--- config.mk ---
export PLATFORM = sky130hd
export DESIGN_NAME = chan_readout_top
export DESIGN_NICKNAME = d
export VERILOG_FILES = /design/src/rtl/chan_readout_pkg.sv /design/src/rtl/master_reset_filter.sv /design/src/rtl/axis_stream_fifo.sv /design/src/rtl/burst_width_converter.sv /design/src/rtl/link_tx_arbiter.sv /design/src/rtl/chan_readout_top.sv
export SDC_FILE = /design/constraint.sdc
export NUM_CORES = 1
export LEC_CHECK = 0
export ABC_CLOCK_PERIOD_IN_PS = 3900
export BUFFER_PORTS_ARGS = -buffer_cell sky130_fd_sc_hd__buf_4
export CAP_MARGIN = 10
export CORE_MARGIN = 2
export CORE_UTILIZATION = 40
export DETAILED_ROUTE_END_ITERATION = 10
export PLACE_DENSITY_LB_ADDON = 0.12
export SETUP_SLACK_MARGIN = 0.4
export SYNTH_ARGS = -nofsm -noshare
export SYNTH_HDL_FRONTEND = slang
export SYNTH_HIERARCHICAL = 1
export SYNTH_SLANG_ARGS = --single-unit
--- constraint.sdc ---
create_clock -name clk125 -period 3.9 [get_ports clk125]
set_input_delay 0 -clock clk125 [delete_from_list [all_inputs] [get_ports clk125]]
set_output_delay 0 -clock clk125 [all_outputs]
set_load 0.03 [all_outputs]
--- src/rtl/chan_readout_pkg.sv ---
package chan_readout_pkg;

  ////////////////////////////////////////////////////////////////////////////
  // widths of the memory side and the link side
  localparam int BURST_W         = 128;  // one DDR3 read burst
  localparam int WORD_W          = 32;   // one word on the link to the master
  localparam int WORDS_PER_BURST = 4;    // link words cut from each burst

  // lane index width inside the width converter
  localparam int LANE_W          = $clog2(WORDS_PER_BURST);

  ////////////////////////////////////////////////////////////////////////////
  // buffering and master reset handling
  localparam int FIFO_DEPTH        = 4;   // default entries per stream FIFO
  localparam int LONG_RESET_CYCLES = 16;  // synced high cycles that make a full reset

  // high-time counter holds 0 .. LONG_RESET_CYCLES
  localparam int RST_CNT_W         = $clog2(LONG_RESET_CYCLES + 1);

  // completed fill counter, cleared by a short master pulse
  localparam int FILL_COUNT_W      = 24;

  ////////////////////////////////////////////////////////////////////////////
  // stream beats

  // burst as read back from memory, last marks the end of a fill
  typedef struct packed {
    logic [BURST_W-1:0] data;  // four link words, lowest word in the low bits
    logic               last;  // final burst of the fill
  } burst_beat_t;

  // single word toward the link
  typedef struct packed {
    logic [WORD_W-1:0] data;   // payload word
    logic              last;   // final word of a packet
  } word_beat_t;

  // 129 and 33 bits wide in total
  // fill path and command path both end in word_beat_t
  // so the arbiter can mux them without any repacking

endpackage

--- src/rtl/master_reset_filter.sv ---
`timescale 1ns/1ps

module master_reset_filter (
  input  logic clk125,
  input  logic rst,
  input  logic rst_from_master,  // raw line from the master, async to clk125
  output logic evt_cnt_reset,    // one-cycle strobe after a short pulse
  output logic path_rst          // held high during a long pulse
);
  import chan_readout_pkg::*;

  logic                 sync_meta;  // first synchronizer stage
  logic                 sync_q;     // synchronized master line
  logic [RST_CNT_W-1:0] high_cnt;   // consecutive high cycles, saturating
  logic                 long_held;  // pulse has been long enough for a full reset
  logic                 short_end;  // line fell after a short high time

  // two flop synchronizer
  always_ff @(posedge clk125) begin
    if (rst) begin
      sync_meta <= 1'b0;
      sync_q    <= 1'b0;
    end else begin
      sync_meta <= rst_from_master;
      sync_q    <= sync_meta;
    end
  end

  // falling edge seen while the count never reached the long threshold
  assign short_end = !sync_q && (high_cnt != '0)
                     && (high_cnt < RST_CNT_W'(LONG_RESET_CYCLES));

  always_ff @(posedge clk125) begin
    if (rst) begin
      high_cnt      <= '0;
      long_held     <= 1'b0;
      evt_cnt_reset <= 1'b0;
    end else begin
      evt_cnt_reset <= short_end;  // strobe lands one cycle after the fall
      if (sync_q) begin
        if (high_cnt != RST_CNT_W'(LONG_RESET_CYCLES))
          high_cnt <= high_cnt + 1'b1;  // saturate at the threshold
      end else begin
        high_cnt <= '0;
      end
      // set on the LONG_RESET_CYCLES-th high cycle, clear once the line is low
      long_held <= sync_q && (long_held
                              || (high_cnt == RST_CNT_W'(LONG_RESET_CYCLES - 1)));
    end
  end

  assign path_rst = rst || long_held;  // local reset also flushes the path

  // a pulse is either short or long, never both
  a_short_long_excl: assert property (@(posedge clk125)
    !(evt_cnt_reset && path_rst));

endmodule

--- src/rtl/axis_stream_fifo.sv ---
`timescale 1ns/1ps

module axis_stream_fifo #(
  parameter type payload_t = logic,
  parameter int  DEPTH     = chan_readout_pkg::FIFO_DEPTH
) (
  input  logic     clk125,
  input  logic     rst,
  input  payload_t in_beat,
  input  logic     in_valid,
  output logic     in_ready,   // low only when full
  output payload_t out_beat,   // head of the queue, shown ahead
  output logic     out_valid,
  input  logic     out_ready
);

  typedef logic [$clog2(DEPTH)-1:0]   ptr_t;
  typedef logic [$clog2(DEPTH+1)-1:0] cnt_t;

  payload_t mem [DEPTH];  // payload storage
  ptr_t     wr_ptr;
  ptr_t     rd_ptr;
  cnt_t     count;        // entries held
  logic     push;
  logic     pop;

  assign in_ready  = (count != cnt_t'(DEPTH));
  assign out_valid = (count != '0);
  assign out_beat  = mem[rd_ptr];  // show-ahead read

  assign push = in_valid && in_ready;
  assign pop  = out_valid && out_ready;

  // storage write, no reset on payload
  always_ff @(posedge clk125) begin
    if (push)
      mem[wr_ptr] <= in_beat;
  end

  ////////////////////////////////////////////////////////////////////////////
  // pointers and occupancy
  always_ff @(posedge clk125) begin
    if (rst) begin
      wr_ptr <= '0;
      rd_ptr <= '0;
      count  <= '0;
    end else begin
      if (push)
        wr_ptr <= (wr_ptr == ptr_t'(DEPTH - 1)) ? '0 : wr_ptr + 1'b1;  // wrap
      if (pop)
        rd_ptr <= (rd_ptr == ptr_t'(DEPTH - 1)) ? '0 : rd_ptr + 1'b1;
      case ({push, pop})
        2'b10:   count <= count + 1'b1;
        2'b01:   count <= count - 1'b1;
        default: count <= count;  // idle or simultaneous push and pop
      endcase
    end
  end

  ////////////////////////////////////////////////////////////////////////////
  // checks
  a_count_bound: assert property (@(posedge clk125) disable iff (rst)
    count <= cnt_t'(DEPTH));

  // head must not move or change while the consumer stalls
  a_head_hold: assert property (@(posedge clk125) disable iff (rst)
    out_valid && !out_ready |=> out_valid && $stable(out_beat));

endmodule

--- src/rtl/burst_width_converter.sv ---
`timescale 1ns/1ps

module burst_width_converter (
  input  logic                           clk125,
  input  logic                           rst,
  input  chan_readout_pkg::burst_beat_t  burst,        // head of the fill FIFO
  input  logic                           burst_valid,
  output logic                           burst_ready,  // pops the burst on word 3
  output chan_readout_pkg::word_beat_t   word,
  output logic                           word_valid,
  input  logic                           word_ready
);
  import chan_readout_pkg::*;

  logic [LANE_W-1:0] lane;       // current 32-bit slice, lowest first
  logic              armed;      // burst has been presented for a cycle
  logic              last_lane;  // on the final slice of the burst
  logic              word_xfer;

  assign last_lane = (lane == LANE_W'(WORDS_PER_BURST - 1));

  // word 0 goes valid one cycle after the burst shows up
  assign word_valid = burst_valid && armed;
  assign word_xfer  = word_valid && word_ready;

  // slice straight from the FIFO head, the FIFO holds it steady
  assign word.data = burst.data[lane*WORD_W +: WORD_W];
  assign word.last = burst.last && last_lane;  // only on the burst's final word

  assign burst_ready = word_xfer && last_lane;  // take the burst with word 3

  always_ff @(posedge clk125) begin
    if (rst) begin
      lane  <= '0;
      armed <= 1'b0;
    end else begin
      armed <= burst_valid && !burst_ready;  // drops for a cycle after each pop
      if (word_xfer)
        lane <= last_lane ? '0 : lane + 1'b1;  // wrap after word 3
    end
  end

  // stalled word stays put across the FIFO and the converter
  a_word_hold: assert property (@(posedge clk125) disable iff (rst)
    word_valid && !word_ready |=> word_valid && $stable(word));

endmodule

--- src/rtl/link_tx_arbiter.sv ---
`timescale 1ns/1ps

module link_tx_arbiter (
  input  logic                                     clk125,
  input  logic                                     rst,
  input  logic                                     evt_cnt_reset,  // short master pulse
  input  logic                                     link_pause,     // async from the master
  input  chan_readout_pkg::word_beat_t             fill_word,
  input  logic                                     fill_valid,
  output logic                                     fill_ready,
  input  chan_readout_pkg::word_beat_t             cmd_word,
  input  logic                                     cmd_valid,
  output logic                                     cmd_ready,
  output chan_readout_pkg::word_beat_t             link_tx,
  output logic                                     link_valid,
  input  logic                                     link_ready,
  output logic [chan_readout_pkg::FILL_COUNT_W-1:0] fill_count
);

  logic pause_meta;   // pause synchronizer stage 1
  logic pause_sync;   // pause synchronizer stage 2
  logic pkt_open;     // packet in progress or beat on offer
  logic grant_fill;   // locked source, 1 selects fill
  logic sel_fill;     // source used this cycle
  logic src_valid;
  logic link_xfer;

  ////////////////////////////////////////////////////////////////////////////
  // pause synchronizer
  always_ff @(posedge clk125) begin
    if (rst) begin
      pause_meta <= 1'b0;
      pause_sync <= 1'b0;
    end else begin
      pause_meta <= link_pause;
      pause_sync <= pause_meta;
    end
  end

  ////////////////////////////////////////////////////////////////////////////
  // source select
  // idle link takes a new grant, fill wins a tie
  always_comb begin
    if (pkt_open)
      sel_fill = grant_fill;
    else if (fill_valid)
      sel_fill = 1'b1;
    else if (cmd_valid)
      sel_fill = 1'b0;
    else
      sel_fill = grant_fill;  // nothing waiting, keep the old one
  end

  assign src_valid  = sel_fill ? fill_valid : cmd_valid;
  assign link_valid = src_valid && !pause_sync;       // pause hides the link
  assign link_tx    = sel_fill ? fill_word : cmd_word;
  assign link_xfer  = link_valid && link_ready;

  // ready only to the granted source, and only while its beat goes through
  assign fill_ready = sel_fill && link_xfer;
  assign cmd_ready  = !sel_fill && link_xfer;

  // once a beat is offered the grant is held until last goes through
  always_ff @(posedge clk125) begin
    if (rst) begin
      pkt_open   <= 1'b0;
      grant_fill <= 1'b0;
    end else if (link_valid) begin
      grant_fill <= sel_fill;
      pkt_open   <= !(link_ready && link_tx.last);  // close on the last beat
    end
  end

  ////////////////////////////////////////////////////////////////////////////
  // completed fills
  always_ff @(posedge clk125) begin
    if (rst || evt_cnt_reset)
      fill_count <= '0;
    else if (link_xfer && sel_fill && link_tx.last)
      fill_count <= fill_count + 1'b1;
  end

  a_one_ready: assert property (@(posedge clk125) disable iff (rst)
    !(fill_ready && cmd_ready));

endmodule

--- src/rtl/chan_readout_top.sv ---
`timescale 1ns/1ps

module chan_readout_top (
  input  logic                                     clk125,
  input  logic                                     rst,
  input  logic                                     rst_from_master,  // master reset line
  input  logic                                     link_pause,       // readout pause line
  input  chan_readout_pkg::burst_beat_t            fill_in,          // bursts from memory
  input  logic                                     fill_in_valid,
  output logic                                     fill_in_ready,
  input  chan_readout_pkg::word_beat_t             cmd_in,           // command processor words
  input  logic                                     cmd_in_valid,
  output logic                                     cmd_in_ready,
  output chan_readout_pkg::word_beat_t             link_tx,          // toward the serial link
  output logic                                     link_valid,
  input  logic                                     link_ready,
  output logic [chan_readout_pkg::FILL_COUNT_W-1:0] fill_count
);
  import chan_readout_pkg::*;

  logic        evt_cnt_reset;  // short pulse strobe
  logic        path_rst;       // local or long master reset

  burst_beat_t fifo_burst;     // fill FIFO head
  logic        fifo_burst_valid;
  logic        fifo_burst_ready;

  word_beat_t  fill_word;      // converter output
  logic        fill_word_valid;
  logic        fill_word_ready;

  word_beat_t  cmd_word;       // command FIFO head
  logic        cmd_word_valid;
  logic        cmd_word_ready;

  ////////////////////////////////////////////////////////////////////////////
  // master reset handling
  master_reset_filter u_reset_filter (
    .clk125          (clk125),
    .rst             (rst),
    .rst_from_master (rst_from_master),
    .evt_cnt_reset   (evt_cnt_reset),
    .path_rst        (path_rst)
  );

  ////////////////////////////////////////////////////////////////////////////
  // fill path
  axis_stream_fifo #(.payload_t(burst_beat_t)) u_fill_fifo (
    .clk125    (clk125),
    .rst       (path_rst),
    .in_beat   (fill_in),
    .in_valid  (fill_in_valid),
    .in_ready  (fill_in_ready),
    .out_beat  (fifo_burst),
    .out_valid (fifo_burst_valid),
    .out_ready (fifo_burst_ready)
  );

  burst_width_converter u_width_conv (
    .clk125      (clk125),
    .rst         (path_rst),
    .burst       (fifo_burst),
    .burst_valid (fifo_burst_valid),
    .burst_ready (fifo_burst_ready),
    .word        (fill_word),
    .word_valid  (fill_word_valid),
    .word_ready  (fill_word_ready)
  );

  // command path
  axis_stream_fifo #(.payload_t(word_beat_t)) u_cmd_fifo (
    .clk125    (clk125),
    .rst       (path_rst),
    .in_beat   (cmd_in),
    .in_valid  (cmd_in_valid),
    .in_ready  (cmd_in_ready),
    .out_beat  (cmd_word),
    .out_valid (cmd_word_valid),
    .out_ready (cmd_word_ready)
  );

  ////////////////////////////////////////////////////////////////////////////
  // merge onto the link
  link_tx_arbiter u_tx_arb (
    .clk125        (clk125),
    .rst           (path_rst),
    .evt_cnt_reset (evt_cnt_reset),
    .link_pause    (link_pause),
    .fill_word     (fill_word),
    .fill_valid    (fill_word_valid),
    .fill_ready    (fill_word_ready),
    .cmd_word      (cmd_word),
    .cmd_valid     (cmd_word_valid),
    .cmd_ready     (cmd_word_ready),
    .link_tx       (link_tx),
    .link_valid    (link_valid),
    .link_ready    (link_ready),
    .fill_count    (fill_count)
  );

endmodule

==> metrics.txt <==
# TYPE chip_impl_metric gauge
chip_impl_metric{name="clock_path_buffers",unit=""} 3
chip_impl_info{name="cpMaxStageDelayCell",value="sky130_fd_sc_hd__buf_4"} 1
chip_impl_metric{name="crit_fanout",unit=""} 42
chip_impl_metric{name="cts_resized",unit=""} 0
chip_impl_metric{name="synth_fp_nets",unit=""} 1436
chip_impl_metric{name="port_buffers",unit=""} 228
chip_impl_metric{name="pre_cts_ws",unit="ps"} 785
chip_impl_metric{name="finalCoreUtilization",unit=""} 0.504
chip_impl_metric{name="initialDrtViolationCount",unit=""} 836
chip_impl_metric{name="final.period_utilization",unit=""} 0.827
chip_impl_info{name="hold_path.class",value="input port to flop"} 1
chip_impl_metric{name="final.min_clock_period",unit="ps"} 3220
chip_impl_metric{name="seqCellArea",unit="µm²"} 20600
chip_impl_metric{name="drt.antenna.violating_nets",unit=""} 0
chip_impl_metric{name="timing_max_transition_violations_final",unit=""} 0
chip_impl_info{name="cts.root.buffer_cell",value="sky130_fd_sc_hd__clkbuf_16"} 1
chip_impl_metric{name="crit_buf_inv",unit=""} 2
chip_impl_metric{name="largest_net_degree_at_the_start_of_global_routing",unit=""} 77
chip_impl_metric{name="antenna_violations_before_repair",unit=""} 6
chip_impl_metric{name="hold_depth",unit=""} 3
chip_impl_metric{name="routabilityCongestion",unit=""} 0.745
chip_impl_info{name="critical_path.cell_chain",value="buf_4 > mux4_2 > mux4_2 > mux2_2 > buf_4"} 1
chip_impl_metric{name="n_fill_cell",unit=""} 5560
chip_impl_metric{name="critical_path_required",unit="ps"} 3900
chip_impl_metric{name="critical-path-max-stage-delay",unit="ps"} 630
chip_impl_metric{name="fin_ws",unit="ps"} 676
chip_impl_metric{name="slew-limit-headroom",unit=""} 0.192
chip_impl_metric{name="drc",unit=""} 0
chip_impl_metric{name="synth_edf_count",unit=""} 648
chip_impl_metric{name="synth_largest_type_area_fraction",unit=""} 0.708
chip_impl_info{name="cp-end-kind",value="output pin"} 1
chip_impl_metric{name="max_cap_violations",unit=""} 0
chip_impl_info{name="critical_path.reg2reg.endpoint",value="u_cmd_fifo/count[2]$_SDFFE_PP0P_"} 1
chip_impl_info{name="startpoint_type",value="flop"} 1
chip_impl_metric{name="r2r_cells",unit=""} 13
chip_impl_metric{name="die_x",unit="µm"} 266
chip_impl_metric{name="totalWireLength",unit="µm"} 61700
chip_impl_metric{name="clock_insertion_delay_worst_skew",unit="ps"} 600
chip_impl_info{name="status",value="complete, no violations"} 1
chip_impl_metric{name="core",unit="µm²"} 68300
chip_impl_metric{name="synth_seq_cells",unit=""} 706
chip_impl_info{name="critical_path.endpoint",value="link_tx[13]"} 1
chip_impl_metric{name="drt-wirelength-per-cell",unit="µm"} 23.5
chip_impl_info{name="tritoncts",value="built"} 1
chip_impl_metric{name="pwr_density_cell",unit="nW/µm²"} 511
chip_impl_metric{name="cts_made_buffers",unit=""} 78
chip_impl_info{name="grt_setup_unrepaired",value="false"} 1
chip_impl_metric{name="vias",unit=""} 13778
chip_impl_metric{name="floorplan.die.height",unit="µm"} 266
chip_impl_metric{name="pin_count",unit=""} 229
chip_impl_metric{name="gr-usage-all-layers",unit=""} 0.177
chip_impl_metric{name="routed_via_density",unit=""} 5.24
chip_impl_info{name="yosys.area.top_type",value="sky130_fd_sc_hd__edfxtp_1"} 1
chip_impl_metric{name="vdd_drop_max",unit="µV"} 301
chip_impl_metric{name="first_pass_iters",unit=""} 5
chip_impl_metric{name="yosysUniqueCellTypes",unit=""} 55
chip_impl_metric{name="design.final.nets",unit=""} 1870
chip_impl_info{name="worstReg2RegStart",value="u_fill_fifo/count[0]$_SDFFE_PP0P_"} 1
chip_impl_metric{name="yosys_warnings",unit=""} 6
chip_impl_metric{name="clk_pin_slew",unit="ps"} 60
chip_impl_metric{name="total_leakage_power",unit="nW"} 11.3
chip_impl_metric{name="post_synth_inst_count",unit=""} 1248
chip_impl_metric{name="setup_viol",unit=""} 0
chip_impl_metric{name="asyncSetResetFlopFracSynth",unit=""} 0
chip_impl_metric{name="post_synthesis_cell_area",unit="µm²"} 27500
chip_impl_info{name="timing.setup.critical_path_class",value="flop to output pin"} 1
chip_impl_metric{name="detailedPlacementHpwl",unit="µm"} 34900
chip_impl_metric{name="synthToLayoutAreaGrowth",unit="%"} 25.4
chip_impl_metric{name="max_slew.worst_pin.slew",unit="ps"} 1210
chip_impl_metric{name="grt-ovfl-total",unit=""} 0
chip_impl_metric{name="grt_first_pass_wirelength",unit="µm"} 93000
chip_impl_metric{name="hold_buffers",unit=""} 168
chip_impl_metric{name="hold_ws",unit="ps"} 128
chip_impl_metric{name="fmax",unit="GHz"} 0.310
chip_impl_metric{name="final_hold_viol_count",unit=""} 0
chip_impl_info{name="synthFlopType",value="sky130_fd_sc_hd__edfxtp_1"} 1
chip_impl_metric{name="postSynthAreaPerCell",unit="µm²"} 22.0
chip_impl_metric{name="multi_input_area",unit="µm²"} 6420
chip_impl_metric{name="yosysSeqAreaShare",unit=""} 0.750
chip_impl_metric{name="timing.critical_path.depth",unit=""} 5
chip_impl_metric{name="drive_above_1_share",unit=""} 0.353
chip_impl_metric{name="clock_tree.htree_level_count",unit=""} 3
chip_impl_metric{name="cts_setup_buffers",unit=""} 0
chip_impl_metric{name="setup_tns",unit="ps"} 0
chip_impl_metric{name="skew",unit="ps"} 14.5
chip_impl_metric{name="numClockSinks",unit=""} 706
chip_impl_metric{name="diodes",unit=""} 0
chip_impl_metric{name="rows",unit=""} 96
chip_impl_metric{name="reg2reg_setup_slack",unit="ps"} 770
chip_impl_metric{name="fp.dieArea",unit="µm²"} 70900
chip_impl_info{name="netlist_top_cells_area",value="sky130_fd_sc_hd__edfxtp_1 71%, sky130_fd_sc_hd__mux4_2 16%, sky130_fd_sc_hd__dfxtp_1 4.2%, sky130_fd_sc_hd__mux2_2 1.4%, sky130_fd_sc_hd__ha_1 0.77%"} 1
chip_impl_metric{name="arrival",unit="ps"} 3220
chip_impl_info{name="cp_delay_by_family_top",value="multiplexers"} 1
chip_impl_metric{name="initial_core_util",unit=""} 0.402
chip_impl_metric{name="via_count_of_the_first_global_routing_pass",unit=""} 14914
where the power goes:
| group | switching [mW] | internal, mW |
|---|---|---|
| clock network | 2.89 | 4.40 |
| logic | 0.811 | 0.727 |
| registers | 0.133 | 8.65 |
cell type report:
type | instances | area share
timing repair buffer | 417 | 0.107
inverter | 20 | 0.00218
clock buffer | 99 | 0.0618
multi-input combinational | 459 | 0.186
tap | 882 | 0.0320
sequential | 706 | 0.599
clock inverter | 46 | 0.0126
worst min-delay path by stage:
stage | start | end | slack (ps)
4_1_cts | rst | u_reset_filter/sync_q$_SDFF_PP0_ | 90
2_1_floorplan | rst | u_reset_filter/sync_meta$_SDFF_PP0_ | 70
5_1_grt | rst | u_reset_filter/sync_meta$_SDFF_PP0_ | 110
3_3_place_gp | rst | u_reset_filter/sync_q$_SDFF_PP0_ | 190
6_report | rst | u_reset_filter/sync_q$_SDFF_PP0_ | 130
3_5_place_dp | rst | u_reset_filter/sync_meta$_SDFF_PP0_ | 200
kinds of logic (layout without fill, tap and decap cells):
family	Yosys count	count (layout)	synth area share
buffers and inverters	83	582	0.0178
and+or+nand+nor	129	129	0.0289
muxes	236	236	0.176
AOI/OAI and AO/OA	67	67	0.0153
DFF	706	706	0.750
adders and majority gates	19	19	0.00919
xor gates and xnor gates	8	8	0.00255
sequential cells by signal, summed over array words and instances, names as in the netlist, 2 cells and up, named ones only:
name and flops:
u_fill_fifo/mem 516, u_cmd_fifo/wr_ptr 2, u_width_conv/lane 2, u_fill_fifo/rd_ptr 2
u_cmd_fifo/mem 132, u_fill_fifo/wr_ptr 2, u_cmd_fifo/count 3, u_fill_fifo/count 3
u_reset_filter/high_cnt 5, u_tx_arb/fill_count 24, u_cmd_fifo/rd_ptr 2
routing by layer:
metal | global-route usage | wire length (µm) | share of wire | vias to the layer above
li1 | - | - | - | 6144
met3 | 0.0356 | 2810 | 0.046 | 88
met4 | 0.0533 | 1220 | 0.020 | 12
met1 | 0.240 | 27200 | 0.44 | 7241
met5 | 0 | 71 | 0.0012 | -
met2 | 0.289 | 30400 | 0.49 | 293
synth_stat cells, types with 3 or more instances:
library cell and n:
sky130_fd_sc_hd__and3_1 9, sky130_fd_sc_hd__ha_1 17, sky130_fd_sc_hd__or3_2 5, sky130_fd_sc_hd__o21ai_0 10, sky130_fd_sc_hd__dfxtp_1 58, sky130_fd_sc_hd__o31ai_1 15, sky130_fd_sc_hd__or4_1 13, sky130_fd_sc_hd__a21oi_1 30
sky130_fd_sc_hd__edfxtp_1 648, sky130_fd_sc_hd__mux2_2 34, sky130_fd_sc_hd__nand2b_1 8, sky130_fd_sc_hd__nand3_1 13, sky130_fd_sc_hd__buf_6 17, sky130_fd_sc_hd__buf_4 5, sky130_fd_sc_hd__mux4_2 190, sky130_fd_sc_hd__buf_2 26
sky130_fd_sc_hd__nor2b_1 5, sky130_fd_sc_hd__xor2_1 6, sky130_fd_sc_hd__buf_1 3, sky130_fd_sc_hd__clkbuf_1 12, sky130_fd_sc_hd__or3_1 11, sky130_fd_sc_hd__inv_1 20, sky130_fd_sc_hd__mux4_1 4, sky130_fd_sc_hd__and3_2 7
sky130_fd_sc_hd__nand2_1 12, sky130_fd_sc_hd__nand4_1 5, sky130_fd_sc_hd__mux2i_1 8, sky130_fd_sc_hd__nor2_1 18
cells in the final DEF (no fill, tap or decap), types with 8 or more instances in the layout:
cell type	instances
sky130_fd_sc_hd__a21oi_1	30
sky130_fd_sc_hd__and3_1	8
sky130_fd_sc_hd__buf_12	10
sky130_fd_sc_hd__buf_4	239
sky130_fd_sc_hd__bufinv_16	8
sky130_fd_sc_hd__clkbuf_1	15
sky130_fd_sc_hd__clkbuf_16	82
sky130_fd_sc_hd__clkinv_1	17
sky130_fd_sc_hd__clkinv_2	13
sky130_fd_sc_hd__dfxtp_1	52
sky130_fd_sc_hd__dlygate4sd3_1	168
sky130_fd_sc_hd__edfxtp_1	648
sky130_fd_sc_hd__ha_1	17
sky130_fd_sc_hd__inv_1	20
sky130_fd_sc_hd__mux2_2	34
sky130_fd_sc_hd__mux2i_1	8
sky130_fd_sc_hd__mux4_2	190
sky130_fd_sc_hd__nand2_1	12
sky130_fd_sc_hd__nand2b_1	8
sky130_fd_sc_hd__nand3_1	13
sky130_fd_sc_hd__nor2_1	18
sky130_fd_sc_hd__o21ai_0	10
sky130_fd_sc_hd__o31ai_1	15
sky130_fd_sc_hd__or3_1	11
sky130_fd_sc_hd__or4_1	13
through the flow:
stage          cell area, µm²  power [mW]  instances
2_1_floorplan           27500        9.71       1248
3_3_place_gp            30200        10.3       2316
3_5_place_dp            30200        10.4       2316
5_1_grt                 34500        18.3       2629
6_report                34500        17.6       2629
4_1_cts                 34500        17.9       2629
worst min-delay path: cells and delay by family:
| kind | cells | cell delay, ps |
|---|---|---|
| buffers and inverters | 2 | 650 |
| AND/OR/NAND/NOR | 1 | 40 |
Note: power is estimated with default switching activity, not from simulation.
